**src/fabric_pkg.sv**
```systemverilog
`default_nettype none

package fabric_pkg;

    // Bus widths shared by every channel
    localparam int ADDR_WIDTH = 32;
    localparam int INSTR_WIDTH = 32;
    localparam int DATA_WIDTH = 32;
    localparam int STRB_WIDTH = 4;

    // Start of the DDR-backed user region, boot ROM lives below it
    localparam logic [ADDR_WIDTH-1:0] DEFAULT_USER_BASE = 32'h0001_0000;

    // Destination of a routed fetch
    typedef enum logic {
        TARGET_ROM,
        TARGET_ICACHE
    } fetch_target_e;

    // Cache that owns the current DDR refill burst
    typedef enum logic {
        OWNER_ICACHE,
        OWNER_DCACHE
    } refill_owner_e;

    // Load port arbiter state
    typedef enum logic {
        MUX_IDLE,
        MUX_BURST
    } mux_state_e;

endpackage : fabric_pkg

`default_nettype wire

```
**src/fetch_router.sv**
```systemverilog
`timescale 1ns/10ps
`default_nettype none

module fetch_router #(
    parameter logic [fabric_pkg::ADDR_WIDTH-1:0] USER_BASE = fabric_pkg::DEFAULT_USER_BASE,
    parameter int FETCH_DEPTH = 4
) (
    input wire logic clk_i,
    input wire logic rst_n_i,

    // CPU fetch channel
    input wire logic fetch_req_valid_i,
    input wire logic [fabric_pkg::ADDR_WIDTH-1:0] fetch_addr_i,
    output logic fetch_req_ready_o,
    output logic fetch_rsp_valid_o,
    output logic [fabric_pkg::INSTR_WIDTH-1:0] fetch_instr_o,
    input wire logic fetch_rsp_ready_i,

    // Boot ROM channel
    output logic rom_req_valid_o,
    output logic [fabric_pkg::ADDR_WIDTH-1:0] rom_addr_o,
    input wire logic rom_req_ready_i,
    input wire logic rom_rsp_valid_i,
    input wire logic [fabric_pkg::INSTR_WIDTH-1:0] rom_instr_i,
    output logic rom_rsp_ready_o,

    // Instruction cache channel
    output logic ic_req_valid_o,
    output logic [fabric_pkg::ADDR_WIDTH-1:0] ic_addr_o,
    input wire logic ic_req_ready_i,
    input wire logic ic_rsp_valid_i,
    input wire logic [fabric_pkg::INSTR_WIDTH-1:0] ic_instr_i,
    output logic ic_rsp_ready_o,

    output logic region_switch_o
);

    localparam int PTR_W = (FETCH_DEPTH > 1) ? $clog2(FETCH_DEPTH) : 1;
    localparam int CNT_W = $clog2(FETCH_DEPTH + 1);

    // Order queue of outstanding fetch targets
    fabric_pkg::fetch_target_e order_q [FETCH_DEPTH];
    logic [PTR_W-1:0] wr_ptr_q;
    logic [PTR_W-1:0] rd_ptr_q;
    logic [CNT_W-1:0] count_q;

    logic queue_full;
    logic queue_empty;
    logic sel_icache;
    logic push;
    logic pop;
    logic head_is_icache;
    logic rom_region_q;
    logic rom_fire;
    logic ic_fire;

    assign queue_full = (count_q == CNT_W'(FETCH_DEPTH));
    assign queue_empty = (count_q == '0);

    // Address decode against the user region base
    assign sel_icache = (fetch_addr_i >= USER_BASE);

    // Request path, blocked only when the order queue is full
    assign rom_req_valid_o = fetch_req_valid_i & ~sel_icache & ~queue_full;
    assign ic_req_valid_o = fetch_req_valid_i & sel_icache & ~queue_full;
    assign rom_addr_o = fetch_addr_i;
    assign ic_addr_o = fetch_addr_i;

    assign fetch_req_ready_o = ~queue_full & (sel_icache ? ic_req_ready_i : rom_req_ready_i);

    assign rom_fire = rom_req_valid_o & rom_req_ready_i;
    assign ic_fire = ic_req_valid_o & ic_req_ready_i;
    assign push = fetch_req_valid_i & fetch_req_ready_o;

    // Response path follows the oldest outstanding target
    assign head_is_icache = ~queue_empty & (order_q[rd_ptr_q] == fabric_pkg::TARGET_ICACHE);

    always_comb begin
        fetch_rsp_valid_o = 1'b0;
        fetch_instr_o = rom_instr_i;
        rom_rsp_ready_o = 1'b0;
        ic_rsp_ready_o = 1'b0;

        if (!queue_empty) begin
            if (head_is_icache) begin
                fetch_rsp_valid_o = ic_rsp_valid_i;
                fetch_instr_o = ic_instr_i;
                ic_rsp_ready_o = fetch_rsp_ready_i;
            end else begin
                fetch_rsp_valid_o = rom_rsp_valid_i;
                rom_rsp_ready_o = fetch_rsp_ready_i;
            end
        end
    end

    assign pop = fetch_rsp_valid_o & fetch_rsp_ready_i;

    // Queue storage
    always_ff @(posedge clk_i) begin
        if (push) begin
            order_q[wr_ptr_q] <= sel_icache ? fabric_pkg::TARGET_ICACHE : fabric_pkg::TARGET_ROM;
        end
    end

    // Queue pointers and occupancy
    always_ff @(posedge clk_i) begin
        if (!rst_n_i) begin
            wr_ptr_q <= '0;
            rd_ptr_q <= '0;
            count_q <= '0;
        end else begin
            if (push) begin
                wr_ptr_q <= (wr_ptr_q == PTR_W'(FETCH_DEPTH - 1)) ? '0 : wr_ptr_q + 1'b1;
            end

            if (pop) begin
                rd_ptr_q <= (rd_ptr_q == PTR_W'(FETCH_DEPTH - 1)) ? '0 : rd_ptr_q + 1'b1;
            end

            case ({push, pop})
                2'b10: count_q <= count_q + 1'b1;
                2'b01: count_q <= count_q - 1'b1;
                default: count_q <= count_q;
            endcase
        end
    end

    // Tracks whether the last routed fetch went to the boot ROM
    always_ff @(posedge clk_i) begin
        if (!rst_n_i) begin
            rom_region_q <= 1'b1;
        end else if (rom_fire) begin
            rom_region_q <= 1'b1;
        end else if (ic_fire) begin
            rom_region_q <= 1'b0;
        end
    end

    // First cache fetch after leaving ROM
    assign region_switch_o = rom_region_q & ic_fire;

endmodule : fetch_router

`default_nettype wire

```
**src/ddr_port_mux.sv**
```systemverilog
`timescale 1ns/10ps
`default_nettype none

module ddr_port_mux #(
    parameter logic [fabric_pkg::ADDR_WIDTH-1:0] USER_BASE = fabric_pkg::DEFAULT_USER_BASE
) (
    input wire logic clk_i,
    input wire logic rst_n_i,

    // Instruction cache refill
    input wire logic ir_req_valid_i,
    input wire logic [fabric_pkg::ADDR_WIDTH-1:0] ir_addr_i,
    output logic ir_req_ready_o,
    output logic ir_rsp_valid_o,
    output logic [fabric_pkg::DATA_WIDTH-1:0] ir_rsp_data_o,
    output logic ir_rsp_last_o,
    input wire logic ir_rsp_ready_i,

    // Data cache refill
    input wire logic dr_req_valid_i,
    input wire logic [fabric_pkg::ADDR_WIDTH-1:0] dr_addr_i,
    output logic dr_req_ready_o,
    output logic dr_rsp_valid_o,
    output logic [fabric_pkg::DATA_WIDTH-1:0] dr_rsp_data_o,
    output logic dr_rsp_last_o,
    input wire logic dr_rsp_ready_i,

    // DDR load port
    output logic ddr_ld_req_valid_o,
    output logic [fabric_pkg::ADDR_WIDTH-1:0] ddr_ld_addr_o,
    output logic ddr_ld_instr_o,
    input wire logic ddr_ld_req_ready_i,
    input wire logic ddr_ld_rsp_valid_i,
    input wire logic [fabric_pkg::DATA_WIDTH-1:0] ddr_ld_rsp_data_i,
    input wire logic ddr_ld_rsp_last_i,
    output logic ddr_ld_rsp_ready_o,

    // Data cache store
    input wire logic dw_req_valid_i,
    input wire logic [fabric_pkg::ADDR_WIDTH-1:0] dw_addr_i,
    input wire logic [fabric_pkg::DATA_WIDTH-1:0] dw_data_i,
    input wire logic [fabric_pkg::STRB_WIDTH-1:0] dw_strb_i,
    output logic dw_req_ready_o,

    // DDR store port
    output logic ddr_st_valid_o,
    output logic [fabric_pkg::ADDR_WIDTH-1:0] ddr_st_addr_o,
    output logic [fabric_pkg::DATA_WIDTH-1:0] ddr_st_data_o,
    output logic [fabric_pkg::STRB_WIDTH-1:0] ddr_st_strb_o,
    input wire logic ddr_st_ready_i
);

    fabric_pkg::mux_state_e state_q;
    fabric_pkg::mux_state_e state_d;
    fabric_pkg::refill_owner_e owner_q;
    fabric_pkg::refill_owner_e owner_sel;

    logic idle;
    logic req_fire;
    logic beat_fire;
    logic owner_is_icache;

    logic st_valid_q;
    logic [fabric_pkg::ADDR_WIDTH-1:0] st_addr_q;
    logic [fabric_pkg::DATA_WIDTH-1:0] st_data_q;
    logic [fabric_pkg::STRB_WIDTH-1:0] st_strb_q;
    logic st_fire;

    assign idle = (state_q == fabric_pkg::MUX_IDLE);

    // Data cache wins when both refills are pending
    assign owner_sel = dr_req_valid_i ? fabric_pkg::OWNER_DCACHE : fabric_pkg::OWNER_ICACHE;

    assign ddr_ld_req_valid_o = idle & (ir_req_valid_i | dr_req_valid_i);
    assign ddr_ld_addr_o = (dr_req_valid_i ? dr_addr_i : ir_addr_i) - USER_BASE;
    assign ddr_ld_instr_o = ddr_ld_req_valid_o & (owner_sel == fabric_pkg::OWNER_ICACHE);

    assign dr_req_ready_o = idle & ddr_ld_req_ready_i;
    assign ir_req_ready_o = idle & ~dr_req_valid_i & ddr_ld_req_ready_i;

    assign req_fire = ddr_ld_req_valid_o & ddr_ld_req_ready_i;

    // Beats go only to the owner of the current burst
    assign owner_is_icache = (owner_q == fabric_pkg::OWNER_ICACHE);

    always_comb begin
        ir_rsp_valid_o = 1'b0;
        dr_rsp_valid_o = 1'b0;
        ddr_ld_rsp_ready_o = 1'b0;

        if (!idle) begin
            if (owner_is_icache) begin
                ir_rsp_valid_o = ddr_ld_rsp_valid_i;
                ddr_ld_rsp_ready_o = ir_rsp_ready_i;
            end else begin
                dr_rsp_valid_o = ddr_ld_rsp_valid_i;
                ddr_ld_rsp_ready_o = dr_rsp_ready_i;
            end
        end
    end

    assign ir_rsp_data_o = ddr_ld_rsp_data_i;
    assign ir_rsp_last_o = ddr_ld_rsp_last_i;
    assign dr_rsp_data_o = ddr_ld_rsp_data_i;
    assign dr_rsp_last_o = ddr_ld_rsp_last_i;

    assign beat_fire = ddr_ld_rsp_valid_i & ddr_ld_rsp_ready_o;

    // Next state
    always_comb begin
        state_d = state_q;

        case (state_q)
            fabric_pkg::MUX_IDLE: begin
                if (req_fire) begin
                    state_d = fabric_pkg::MUX_BURST;
                end
            end

            fabric_pkg::MUX_BURST: begin
                // Burst ends on the last beat transfer
                if (beat_fire && ddr_ld_rsp_last_i) begin
                    state_d = fabric_pkg::MUX_IDLE;
                end
            end

            default: state_d = fabric_pkg::MUX_IDLE;
        endcase
    end

    always_ff @(posedge clk_i) begin
        if (!rst_n_i) begin
            state_q <= fabric_pkg::MUX_IDLE;
            owner_q <= fabric_pkg::OWNER_ICACHE;
        end else begin
            state_q <= state_d;

            if (req_fire) begin
                owner_q <= owner_sel;
            end
        end
    end

    // One-entry store register, can accept while draining
    assign dw_req_ready_o = ~st_valid_q | ddr_st_ready_i;
    assign st_fire = dw_req_valid_i & dw_req_ready_o;

    always_ff @(posedge clk_i) begin
        if (!rst_n_i) begin
            st_valid_q <= 1'b0;
        end else if (dw_req_ready_o) begin
            st_valid_q <= dw_req_valid_i;
        end
    end

    // Store payload, rebased into DDR space
    always_ff @(posedge clk_i) begin
        if (st_fire) begin
            st_addr_q <= dw_addr_i - USER_BASE;
            st_data_q <= dw_data_i;
            st_strb_q <= dw_strb_i;
        end
    end

    assign ddr_st_valid_o = st_valid_q;
    assign ddr_st_addr_o = st_addr_q;
    assign ddr_st_data_o = st_data_q;
    assign ddr_st_strb_o = st_strb_q;

endmodule : ddr_port_mux

`default_nettype wire

```
**src/mem_fabric.sv**
```systemverilog
`timescale 1ns/10ps
`default_nettype none

module mem_fabric #(
    parameter logic [fabric_pkg::ADDR_WIDTH-1:0] USER_BASE = fabric_pkg::DEFAULT_USER_BASE,
    parameter int FETCH_DEPTH = 4
) (
    input wire logic clk_i,
    input wire logic rst_n_i,

    // CPU fetch
    input wire logic fetch_req_valid_i,
    input wire logic [fabric_pkg::ADDR_WIDTH-1:0] fetch_addr_i,
    output logic fetch_req_ready_o,
    output logic fetch_rsp_valid_o,
    output logic [fabric_pkg::INSTR_WIDTH-1:0] fetch_instr_o,
    input wire logic fetch_rsp_ready_i,

    // Boot ROM
    output logic rom_req_valid_o,
    output logic [fabric_pkg::ADDR_WIDTH-1:0] rom_addr_o,
    input wire logic rom_req_ready_i,
    input wire logic rom_rsp_valid_i,
    input wire logic [fabric_pkg::INSTR_WIDTH-1:0] rom_instr_i,
    output logic rom_rsp_ready_o,

    // Instruction cache fetch side
    output logic ic_req_valid_o,
    output logic [fabric_pkg::ADDR_WIDTH-1:0] ic_addr_o,
    input wire logic ic_req_ready_i,
    input wire logic ic_rsp_valid_i,
    input wire logic [fabric_pkg::INSTR_WIDTH-1:0] ic_instr_i,
    output logic ic_rsp_ready_o,
    output logic region_switch_o,

    // Instruction cache refill
    input wire logic ir_req_valid_i,
    input wire logic [fabric_pkg::ADDR_WIDTH-1:0] ir_addr_i,
    output logic ir_req_ready_o,
    output logic ir_rsp_valid_o,
    output logic [fabric_pkg::DATA_WIDTH-1:0] ir_rsp_data_o,
    output logic ir_rsp_last_o,
    input wire logic ir_rsp_ready_i,

    // Data cache refill
    input wire logic dr_req_valid_i,
    input wire logic [fabric_pkg::ADDR_WIDTH-1:0] dr_addr_i,
    output logic dr_req_ready_o,
    output logic dr_rsp_valid_o,
    output logic [fabric_pkg::DATA_WIDTH-1:0] dr_rsp_data_o,
    output logic dr_rsp_last_o,
    input wire logic dr_rsp_ready_i,

    // DDR load port
    output logic ddr_ld_req_valid_o,
    output logic [fabric_pkg::ADDR_WIDTH-1:0] ddr_ld_addr_o,
    output logic ddr_ld_instr_o,
    input wire logic ddr_ld_req_ready_i,
    input wire logic ddr_ld_rsp_valid_i,
    input wire logic [fabric_pkg::DATA_WIDTH-1:0] ddr_ld_rsp_data_i,
    input wire logic ddr_ld_rsp_last_i,
    output logic ddr_ld_rsp_ready_o,

    // Stores
    input wire logic dw_req_valid_i,
    input wire logic [fabric_pkg::ADDR_WIDTH-1:0] dw_addr_i,
    input wire logic [fabric_pkg::DATA_WIDTH-1:0] dw_data_i,
    input wire logic [fabric_pkg::STRB_WIDTH-1:0] dw_strb_i,
    output logic dw_req_ready_o,
    output logic ddr_st_valid_o,
    output logic [fabric_pkg::ADDR_WIDTH-1:0] ddr_st_addr_o,
    output logic [fabric_pkg::DATA_WIDTH-1:0] ddr_st_data_o,
    output logic [fabric_pkg::STRB_WIDTH-1:0] ddr_st_strb_o,
    input wire logic ddr_st_ready_i
);

    // Fetch side: ROM or instruction cache
    fetch_router #(
        .USER_BASE   ( USER_BASE   ),
        .FETCH_DEPTH ( FETCH_DEPTH )
    ) fetch_router_i (
        .clk_i             ( clk_i             ),
        .rst_n_i           ( rst_n_i           ),
        .fetch_req_valid_i ( fetch_req_valid_i ),
        .fetch_addr_i      ( fetch_addr_i      ),
        .fetch_req_ready_o ( fetch_req_ready_o ),
        .fetch_rsp_valid_o ( fetch_rsp_valid_o ),
        .fetch_instr_o     ( fetch_instr_o     ),
        .fetch_rsp_ready_i ( fetch_rsp_ready_i ),
        .rom_req_valid_o   ( rom_req_valid_o   ),
        .rom_addr_o        ( rom_addr_o        ),
        .rom_req_ready_i   ( rom_req_ready_i   ),
        .rom_rsp_valid_i   ( rom_rsp_valid_i   ),
        .rom_instr_i       ( rom_instr_i       ),
        .rom_rsp_ready_o   ( rom_rsp_ready_o   ),
        .ic_req_valid_o    ( ic_req_valid_o    ),
        .ic_addr_o         ( ic_addr_o         ),
        .ic_req_ready_i    ( ic_req_ready_i    ),
        .ic_rsp_valid_i    ( ic_rsp_valid_i    ),
        .ic_instr_i        ( ic_instr_i        ),
        .ic_rsp_ready_o    ( ic_rsp_ready_o    ),
        .region_switch_o   ( region_switch_o   )
    );

    // Memory side: refill arbitration and stores
    ddr_port_mux #(
        .USER_BASE ( USER_BASE )
    ) ddr_port_mux_i (
        .clk_i              ( clk_i              ),
        .rst_n_i            ( rst_n_i            ),
        .ir_req_valid_i     ( ir_req_valid_i     ),
        .ir_addr_i          ( ir_addr_i          ),
        .ir_req_ready_o     ( ir_req_ready_o     ),
        .ir_rsp_valid_o     ( ir_rsp_valid_o     ),
        .ir_rsp_data_o      ( ir_rsp_data_o      ),
        .ir_rsp_last_o      ( ir_rsp_last_o      ),
        .ir_rsp_ready_i     ( ir_rsp_ready_i     ),
        .dr_req_valid_i     ( dr_req_valid_i     ),
        .dr_addr_i          ( dr_addr_i          ),
        .dr_req_ready_o     ( dr_req_ready_o     ),
        .dr_rsp_valid_o     ( dr_rsp_valid_o     ),
        .dr_rsp_data_o      ( dr_rsp_data_o      ),
        .dr_rsp_last_o      ( dr_rsp_last_o      ),
        .dr_rsp_ready_i     ( dr_rsp_ready_i     ),
        .ddr_ld_req_valid_o ( ddr_ld_req_valid_o ),
        .ddr_ld_addr_o      ( ddr_ld_addr_o      ),
        .ddr_ld_instr_o     ( ddr_ld_instr_o     ),
        .ddr_ld_req_ready_i ( ddr_ld_req_ready_i ),
        .ddr_ld_rsp_valid_i ( ddr_ld_rsp_valid_i ),
        .ddr_ld_rsp_data_i  ( ddr_ld_rsp_data_i  ),
        .ddr_ld_rsp_last_i  ( ddr_ld_rsp_last_i  ),
        .ddr_ld_rsp_ready_o ( ddr_ld_rsp_ready_o ),
        .dw_req_valid_i     ( dw_req_valid_i     ),
        .dw_addr_i          ( dw_addr_i          ),
        .dw_data_i          ( dw_data_i          ),
        .dw_strb_i          ( dw_strb_i          ),
        .dw_req_ready_o     ( dw_req_ready_o     ),
        .ddr_st_valid_o     ( ddr_st_valid_o     ),
        .ddr_st_addr_o      ( ddr_st_addr_o      ),
        .ddr_st_data_o      ( ddr_st_data_o      ),
        .ddr_st_strb_o      ( ddr_st_strb_o      ),
        .ddr_st_ready_i     ( ddr_st_ready_i     )
    );

endmodule : mem_fabric

`default_nettype wire

```
**config.mk**
```make
export PLATFORM = sky130hd
export DESIGN_NAME = mem_fabric
export DESIGN_NICKNAME = d
export VERILOG_FILES = /design/src/fabric_pkg.sv /design/src/fetch_router.sv /design/src/ddr_port_mux.sv /design/src/mem_fabric.sv
export SDC_FILE = /design/constraint.sdc
export NUM_CORES = 1
export LEC_CHECK = 0
export ABC_AREA = 1
export BUFFER_PORTS_ARGS = -buffer_cell sky130_fd_sc_hd__buf_2
export CAP_MARGIN = 20
export CELL_PAD_IN_SITES_DETAIL_PLACEMENT = 0
export CELL_PAD_IN_SITES_GLOBAL_PLACEMENT = 2
export CORE_AREA = 2 2 216 218
export CTS_CLUSTER_SIZE = 14
export DETAILED_ROUTE_END_ITERATION = 16
export DIE_AREA = 0 0 218 220
export PLACE_DENSITY_LB_ADDON = 0.1
export SYNTH_ARGS = -nofsm -noshare
export SYNTH_HDL_FRONTEND = slang
export SYNTH_HIERARCHICAL = 1
export SYNTH_SLANG_ARGS = --single-unit
export TNS_END_PERCENT = 20
```
**constraint.sdc**
```tcl
create_clock -name clk_i -period 9.1 [get_ports clk_i]
set_clock_uncertainty 0.2 [all_clocks]
set_input_delay 0.91 -clock clk_i [delete_from_list [all_inputs] [get_ports clk_i]]
set_output_delay 0.91 -clock clk_i [all_outputs]
set_load 0.005 [all_outputs]
```
# Word-level counts from Yosys, hierarchy flattened
# Memory sizes are Yosys's and may differ from the RTL's. A register that Yosys moved wholly into a read port is not among the register bits.
# Index checks and enable logic that the tools add are counted.
[word_totals]
ram_bits = 4
register_bits = 79
n_memories = 1
input_bits = 277
[mem_list]
columns = ["memory", "words", "word_bits", "rd", "rd_ports_with_merged_regs", "wr", "line_no", "rtl"]
rows = [
  ["fetch_router_i.order_q", 4, 1, 1, 1, 1, "fetch_router.sv:42", "fabric_pkg::fetch_target_e order_q [FETCH_DEPTH];"],
]
[classes]
n_lt_le_gt_ge = 1
n_mux = 28
n_addsub = 6
n_reduce_logical = 4
eq_ne = 5
n_bitwise = 29
[op_table]
columns = ["cell", "count"]
rows = [
  ["2-to-1 mux 32 bit", 3],
  ["subtractor 32 x 17 -> 32 bit (second input constant)", 2],
  [">= comparator 32 x 17 -> 1 bit (second input constant)", 1],
  ["AND 1 bit", 19],
  ["2-to-1 mux 1 bit", 19],
  ["2-to-1 mux 2 bit", 4],
  ["NOT 1 bit", 8],
  ["== test 2 bit (second input constant)", 3],
  ["one-hot mux 3 bit (2 select lines)", 1],
  ["adder 2 x 1 -> 2 bit (second input constant)", 2],
  ["adder 3 x 1 -> 3 bit (second input constant)", 1],
  ["== test 3 bit (second input constant)", 1],
  ["logical NOT 3 bit", 1],
  ["subtractor 3 x 1 -> 3 bit (second input constant)", 1],
  ["== test 2 x 1 -> 1 bit (second input constant)", 1],
  ["bitwise OR 1 bit", 2],
  ["one-hot mux 1 bit (2 select lines)", 1],
  ["nonzero test 2 bit", 1],
  ["OR reduction 2 bit", 1],
  ["logical AND 1 bit", 1],
]

# Logic depth before layout (Yosys ltp)
# Gate-level depths: netlist of run 1.
[logic_depth]
word_depth = 8
mapped_depth = 13
depth_no_buf = 13

# Cells and area by module
# The synthesis of run 1 kept the hierarchy.
[by_module_without_submodules]
columns = ["module", "cells_each", "n_inst", "area_each_um2"]
rows = [
  ["ddr_port_mux", 425, 1, 3927.5],
  ["fetch_router", 287, 1, 1751.7],
]

# Worst setup path before layout of run 1
# Ideal clock, no wire load.
[synth_timing]
path_type = "input to register"
startpoint = "input port dw_req_valid_i"
endpoint = "register ddr_port_mux_i.st_addr_q (netlist bit ddr_port_mux_i/ddr_st_addr_o[0]), enable pin"
required_ns = 8.384
arrival_ns = 4.250
stages = 2
n_path_buf = 0
setup_slack_ns = 4.134
cell_sequence = "inv_1 > a21oi_1"
[synth_via]
elab_chain_len = 1
[synth_lines]
columns = ["element", "line_no", "rtl"]
rows = [
  ["start, declared", "mem_fabric.sv:65", "input wire logic dw_req_valid_i,"],
  ["AND 1 bit", "ddr_port_mux.sv:146", "assign st_fire = dw_req_valid_i & dw_req_ready_o;"],
  ["via ddr_port_mux_i.st_fire", "ddr_port_mux.sv:67", "logic st_fire;"],
  ["end signal, assigned", "ddr_port_mux.sv:159", "st_addr_q <= dw_addr_i - USER_BASE;"],
  ["end, declared", "ddr_port_mux.sv:64", "logic [fabric_pkg::ADDR_WIDTH-1:0] st_addr_q;"],
]
# The timed path passes the listed nets, and every way through them passes these cells.
# A chain may end at the register's enable or synchronous reset.

# Final worst setup path of run 1
[layout_timing]
startpoint = "input port dr_req_valid_i"
endpoint = "output port ddr_ld_addr_o[24] in the netlist's numbering"
[layout_via]
elab_chain_len = 2
[layout_lines]
columns = ["element", "line_no", "rtl"]
rows = [
  ["start, declared", "mem_fabric.sv:46", "input wire logic dr_req_valid_i,"],
  ["2-to-1 mux 32 bit", "ddr_port_mux.sv:75", "assign ddr_ld_addr_o = (dr_req_valid_i ? dr_addr_i : ir_addr_i) - USER_BASE;"],
  ["subtractor 32 x 17 -> 32 bit", "ddr_port_mux.sv:75", ""],
  ["end, declared", "mem_fabric.sv:56", "output logic [fabric_pkg::ADDR_WIDTH-1:0] ddr_ld_addr_o,"],
]
# No other way between the ends.

==> summary.txt, run 1 <==
Worst hold path
  – WHS Path Cells: 2
  – Hold path startpoint: fetch_router_i/rom_region_q
  – Hold path endpoint: fetch_router_i/rom_region_q
  – Worst Hold Class: flop to flop

CTS
  – Post-CTS resize count: 0
  – Hold-fix buffers, CTS: 0
  – CTS HTree Levels: 3
  – TritonCTS Buffers: 9
  – Post-CTS Setup Inserts: 0
  – Root Buffer: clkbuf_16
  – Clock-pin transition on the worst setup and hold timing paths: roughly 0.060 ns
  – Clock tree sinks: 85
  – Clock Tree Buf Depth: 2
  – CTS tree: yes
  – Clock latency on the worst-skew pair: 0.35 ns

Global routing
  – Antenna violations before repair: 2
  – Number of global-route vias before repair: around 5.2k
  – First-pass GRT wire length: 33200 microns
  – Overflow after GRT: 0
  – GR peak layer: met2
  – Met2 Track Usage GR: between 10% and 20%
  – Largest net degree at the start of global routing: 69
  – Met1 GRT Util: 9.31%
  – M3 GR Usage: 3.62%
  – GR Util All Layers: 9.40%

Floorplanning
  – Die W: 218 microns
  – I/O pins: 555
  – Core ar.: 45900 sq um
  – Rows: 79
  – Die Y: 220 microns
  – Die ar.: 48000 sq um
  – Starting Density: about an eighth

Timing
  – Final Max Tran Viols: 0
  – Final hold viol count: 0
  – RSZ-0062 raised after global routing: false
  – Final setup violating endpoints: 0
  – Max-Slew Margin vs Limit: about 32%
  – Worst Hold Slack: 0.272 ns
  – Tightest Pin Transition: between 1 and 1.5 ns
  – Final worst path period need: 4.16 ns
  – Setup slack after layout: 4.94 ns
  – FMAX: between 200 and 250 MHz
  – Setup_tns: 0 ns
  – Fin crit share: 45.8%

Final layout
  – Layout area overhead: 36.5%
  – Commonest non-fill, non-tap cell in the layout: buf_2
  – Most frequent cells in the layout: 410 x buf_2, 260 x nand2_1, 72 x edfxtp_1
  – Final Cell Area: 7750 sq um
  – Share of layout cells above drive strength 1: 46.3%
  – FILL cells: 5320
  – Cell Count, Final, Fillers Out: 1605
  – Share of the core filled with cells: ~17%
  – Layout Nets: 1278

Placement
  – Buffers on Ports: 410
  – DP Area: 7460 sq um
  – Setup Slack @ Placement: around 4.8 ns
  – Placed Instances: 1588
  – Detail Placement HPWL: about 20000 microns
  – GP Congestion: 0.692

Power and ir drop
  – P per Cell Area: about 150 nW/um^2
  – Static Leak: 3.94 nW
  – Peak VDD IR: 0.0000727 V
  – Total power draw: 1.13 mW

Worst setup path
  – Critical path capture point type: output port
  – Cell family with most CP delay: buffers and inverters
  – Worst EP required: 7.99 ns
  – CP max stage delay: 0.56 ns
  – FF-to-FF End: fetch_router_i/count_q[2]
  – Critical path origin: dr_req_valid_i
  – R2R cell count: 10
  – Reg-to-reg startpoint: fetch_router_i/count_q[1]
  – FF-to-FF setup slack: 6.68 ns
  – WP buf/inv: 4
  – Startpoint types: primary input
  – Crit path cell chain: buf_2 > buf_4 > inv_2 > nand2_1 > nand2_1 > ha_1 > nand3_2 > nor2_2 > xor2_1 > buf_2
  – CP arrival: 3.05 ns
  – Stages on worst setup path: 10
  – Max FO, Critical Path: 39
  – CP max stage cell: inv_2
  – Crit Path Class: primary input to output port

Yosys
  – Async SR Flop Fraction: 0%
  – Synth area leaders: edfxtp_1 38%, buf_4 17%, nand2_1 17%, dfxtp_1 4.6%, inv_1 3.8%
  – EDFF count, synth: 72
  – Post-Synthesis Cells: 712
  – Top_reg_cell synth: edfxtp_1
  – Yosys cell types: 31
  – Ys Warns: 6
  – Register area share after synthesis: 42.7%
  – Synthesized area per cell: around 8 sq um
  – Syn Std Cell Area: 5680 sq um
  – Net Count, Synth: 998
  – Post-synth top area share: 38.1%
  – Seq cells post-synth: between 80 and 90
  – Top cell type by total area after synthesis: edfxtp_1

Detailed routing
  – DR pass1 iterations: 5
  – Remaining DRCs: 0
  – Vias: 5251
  – Vias/cell: 3.27
  – Wire length per cell: 15.0 microns
  – Iteration-0 DRC count of the detailed router: around 160
  – Detailed-route wire length: roughly 24000 microns
  – Routed Antenna Nets: 0

Run
  – Max-cap viol count: 0

Outcome
  – Status: completed
[worst max-delay path by stage]
| stage | to | slack (ns) |
|---|---|---|
| global placement | ddr_ld_addr_o[24] | 4.89 |
| floorplan | ddr_port_mux_i/ddr_st_addr_o[0] | 4.13 |
| CTS | ddr_ld_addr_o[24] | 4.83 |
| finish | ddr_ld_addr_o[24] | 4.94 |
| global route | ddr_ld_addr_o[24] | 4.70 |
| detailed placement | ddr_ld_addr_o[24] | 4.83 |
[worst register-to-register path, cell delays in order (launching register included)]
cell     delay [ns]
dfxtp_1        0.33
nor3_1         0.42
nor2_2         0.14
nand3_4        0.16
ha_1           0.16
inv_1          0.07
fa_1           0.38
a21oi_1        0.14
o21ai_0        0.11
o21ai_0        0.16
a21oi_1        0.05
[state kept, by name, summed over array words and instances (netlist names), named ones only]
name	flops
ddr_port_mux_i/owner_q	1
fetch_router_i/order_q	4
ddr_port_mux_i/ddr_st_strb_o	4
fetch_router_i/rd_ptr_q	2
fetch_router_i/count_q	3
ddr_port_mux_i/state_q	1
ddr_port_mux_i/ddr_st_valid_o	1
ddr_port_mux_i/ddr_st_addr_o	32
fetch_router_i/wr_ptr_q	2
ddr_port_mux_i/ddr_st_data_o	32
fetch_router_i/rom_region_q	1
[cells by family after synthesis]
group	Yosys count	share of synthesized area [%]
buf+inv	207	22.8
compound gates	23	2.25
flops	85	42.7
simple gates	370	27.5
xor+xnor	18	2.78
fa+ha+maj	9	2.12
[final cells by class]
type / instances / area (sq um) / area share, %
inverters: 64 / 240 / 3.10
multi-input cells: 420 / 1980 / 25.5
diodes: 1 / 2.50 / 0.0323
repair buffers: 412 / 2070 / 26.7
clock inverters: 5 / 41.3 / 0.533
flip-flops and latches: 85 / 2420 / 31.3
well taps: 607 / 759 / 9.80
clock buffers: 11 / 243 / 3.13
[power breakdown]
group	switching (mW)	internal, mW	total [mW]	leakage, nW
Sequential	0.00874	0.451	0.460	0.802
Combinational	0.178	0.129	0.306	2.99
Clock	0.170	0.196	0.367	0.141
Total	0.357	0.776	1.13	3.94
[synth_stat cells (2+ instances only)]
cell type	instances
a21oi_1	11
a21oi_2	2
buf_2	10
buf_4	132
dfxtp_1	13
edfxtp_1	72
ha_1	8
inv_1	58
inv_2	6
nand2_1	260
nand2_2	9
nand3_1	20
nand3_4	2
nand3b_1	4
nand4_1	3
nor2_1	49
nor2_2	8
nor2_4	4
nor3_1	7
o21ai_0	7
xnor2_1	5
xor2_1	13
[per-layer routing]
metal  up-vias  share of wire (%)
met5         -              0.071
met4         2                2.0
met3        39                9.9
met2       270                 52
met1      2287                 36
li1       2653                  -
Note: power is estimated with default switching activity, not from simulation.
==> run 2, diff against run 1 <==
--- a/config.mk
+++ b/config.mk
@@ -10,10 +10,10 @@
 export CAP_MARGIN = 20
 export CELL_PAD_IN_SITES_DETAIL_PLACEMENT = 0
 export CELL_PAD_IN_SITES_GLOBAL_PLACEMENT = 2
-export CORE_AREA = 2 2 216 218
+export CORE_AREA = 2 2 215 217
 export CTS_CLUSTER_SIZE = 14
 export DETAILED_ROUTE_END_ITERATION = 16
-export DIE_AREA = 0 0 218 220
+export DIE_AREA = 0 0 217 219
 export PLACE_DENSITY_LB_ADDON = 0.1
 export SYNTH_ARGS = -nofsm -noshare
 export SYNTH_HDL_FRONTEND = slang
==> constraint.sdc (replaced) <==
create_clock -name clk_i -period 4 [get_ports clk_i]
set_clock_uncertainty 0.2 [all_clocks]
set_input_delay 0.4 -clock clk_i [delete_from_list [all_inputs] [get_ports clk_i]]
set_output_delay 0.4 -clock clk_i [all_outputs]
set_load 0.005 [all_outputs]
==> run 2 against run 1 <==
Net effect:
- register-to-register slack worse by 5.1 ns
- flip-flop and latch count stayed put
- sequential share of layout area is 1.9 points lower
==> summary.txt, run 2 (synthesis results as in run 1) <==
Placement
  – Buffers on Ports: 410 (unchanged)
  – Placed Instances: 1582 (-0.38%)
  – Detail Placement HPWL: 19400 microns (-3.7%)
  – DP Area: 7460 sq um (about the same)
  – GP Congestion: 0.697 (+0.85%)
  – Setup Slack @ Placement: 1.23 ns (-3.60 ns)

Worst setup path
  – CP max stage delay: 0.48 ns (-0.08 ns)
  – CP max stage cell: inv_2
  – Worst EP required: 3.40 ns (-4.59 ns)
  – CP arrival: 2.13 ns (-0.92 ns)
  – Max FO, Critical Path: 34 (-13%)
  – WP buf/inv: 3 (-1)
  – Critical path capture point type: output port
  – Most Frequent Cell on Critical Path: nand2_1
  – Startpoint types: primary input
  – Cell family with most CP delay: simple AND/OR/NAND/NOR gates
  – Crit Path Class: primary input to output port
  – Crit path cell chain: buf_2 > inv_2 > nand2_1 > nand2_1 > ha_1 > nand3_2 > nor2_2 > nand2_1 > nand2_1 > nand2_1 > buf_2

Floorplanning
  – Die W: 217 microns (-0.46%)
  – Core ar.: 45100 sq um (-1.7%)
  – Rows: 78 (-1.3%)
  – Die ar.: 47500 sq um (-0.91%)
  – I/O pins: 555 (unchanged)
  – Die Y: 219 microns (-0.45%)
  – Starting Density: 12.6% (+0.21 points)

Detailed routing
  – Detailed-route wire length: 23400 microns (-2.7%)
  – Routed Antenna Nets: 0 (unchanged)
  – DR pass1 iterations: 4 (-1)
  – Iteration-0 DRC count of the detailed router: 139 (-14%)
  – Wire length per cell: 14.2 microns (-5.3%)
  – Vias/cell: 3.28 (+0.17%)
  – Vias: 5404 (+2.9%)
  – Remaining DRCs: 0 (unchanged)

Timing
  – Tightest Pin Transition: 0.934 ns (-0.0845 ns)
  – Final Max Tran Viols: 0 (unchanged)
  – Final hold viol count: 0 (unchanged)
  – Setup_tns: 0 ns (unchanged)
  – RSZ-0062 raised after global routing: false
  – Final worst path period need: around 2.7 ns
  – Worst Hold Slack: 0.0241 ns (-0.248 ns)
  – FMAX: 366 MHz
  – Max-Slew Margin vs Limit: 37.7% (+5.6 points)
  – Fin crit share: 68.3%
  – Final setup violating endpoints: 0 (unchanged)
  – Setup slack after layout: 1.27 ns (-3.67 ns)

Global routing
  – M3 GR Usage: 5.23% (+1.6 points)
  – Met2 Track Usage GR: 16.3% (-1.3 points)
  – Number of global-route vias before repair: 5590 (+6.6%)
  – Antenna violations before repair: 3 (+1)
  – Largest net degree at the start of global routing: 69 (unchanged)
  – First-pass GRT wire length: 33100 microns (-0.11%)
  – GR peak layer: met2
  – Overflow after GRT: 0 (unchanged)
  – GR Util All Layers: 9.39% (-0.0099 points)
  – Met1 GRT Util: 9.40% (+0.087 points)

Final layout
  – Layout Nets: 1329 (+4.0%)
  – Most frequent cells in the layout: 410 x buf_2, 260 x nand2_1, 72 x edfxtp_1
  – Share of the core filled with cells: 18.3% (+1.4 points)
  – Final Cell Area: 8250 sq um (+6.4%)
  – Share of layout cells above drive strength 1: 44.3% (-2.1 points)
  – Cell Count, Final, Fillers Out: 1649 (+2.7%)
  – Commonest non-fill, non-tap cell in the layout: buf_2
  – Layout area overhead: 45.3%

CTS
  – Post-CTS resize count: 0 (unchanged)
  – Post-CTS Setup Inserts: 0 (unchanged)
  – Clock-pin transition on the worst setup and hold timing paths: 0.06 ns (about the same)
  – Clock tree sinks: 85 (unchanged)
  – Root Buffer: clkbuf_16
  – CTS HTree Levels: 3 (unchanged)
  – TritonCTS Buffers: 9 (unchanged)
  – Clock latency on the worst-skew pair: 0.36 ns (about the same)
  – CTS tree: yes
  – Clock Tree Buf Depth: 2 (unchanged)

Power and ir drop
  – Total power draw: 2.61 mW (+130%)
  – Pint: 1.78 mW (+130%)
  – Static Leak: 4.14 nW (+5.3%)
  – NetSw: 0.832 mW (+130%)
  – Clock power share: 31.5% (-0.9 points)
  – Switch share: 31.8% (+0.33 points)
  – P per Cell Area: 317 nW/um^2 (+120%)
  – Comb power frac: 28.5% (+1.5 points)
  – Peak VDD IR: 0.000397 V (+450%)
  – Reg power frac: 40.0% (-0.6 points)

Outcome
  – Status: completed

Worst hold path
  – Worst Hold Class: primary input to flop

Run
  – Max-cap viol count: 0 (unchanged)
run 2: worst paths after layout:
kind,to,cells after the start,slack [ns],startpoint
worst max register to register,fetch_router_i/count_q[2],13,1.56,flop
worst min register to register,fetch_router_i/rom_region_q,2,0.26,fetch_router_i/rom_region_q
worst min-delay path,ddr_port_mux_i/ddr_st_strb_o[0],1,0.02,dw_strb_i[0]
worst max-delay path,ddr_ld_addr_o[26],11,1.27,dr_req_valid_i
run 2: final cells by class:
class	count	area [sq um]
Sequential cell	85	2420
Tap cell	600	751
Clock inverter	7	57.6
Fill cell	5170	36800
Inverter	64	240
Timing Repair Buffer	463	2570
Antenna cell	1	2.50
Multi-Input combinational cell	420	1980
Clock buffer	9	225
run 2: metal layers:
| metal | up-vias | wire [microns] |
|---|---|---|
| met5 | - | 30 |
| met4 | 4 | 435 |
| met3 | 34 | 3090 |
| met2 | 317 | 11400 |
| met1 | 2300 | 8510 |
| li1 | 2749 | - |
run 2: power groups by stage:
stage / sequential [mW] / combinational [mW] / clock (mW)
6_report: 1.05 / 0.745 / 0.824
5_1_grt: 1.05 / 0.852 / 0.902
4_1_cts: 1.05 / 0.777 / 0.881
3_5_place_dp: 1.07 / 0.737 / 0
3_3_place_gp: 1.07 / 0.758 / 0
2_1_floorplan: 1.07 / 0.420 / 0
run 2: timing repair:
item                                    CTS  global route
hold buffers                             50             0
hold endpoints to repair                 50             0
endpoints found under the setup margin    0             0
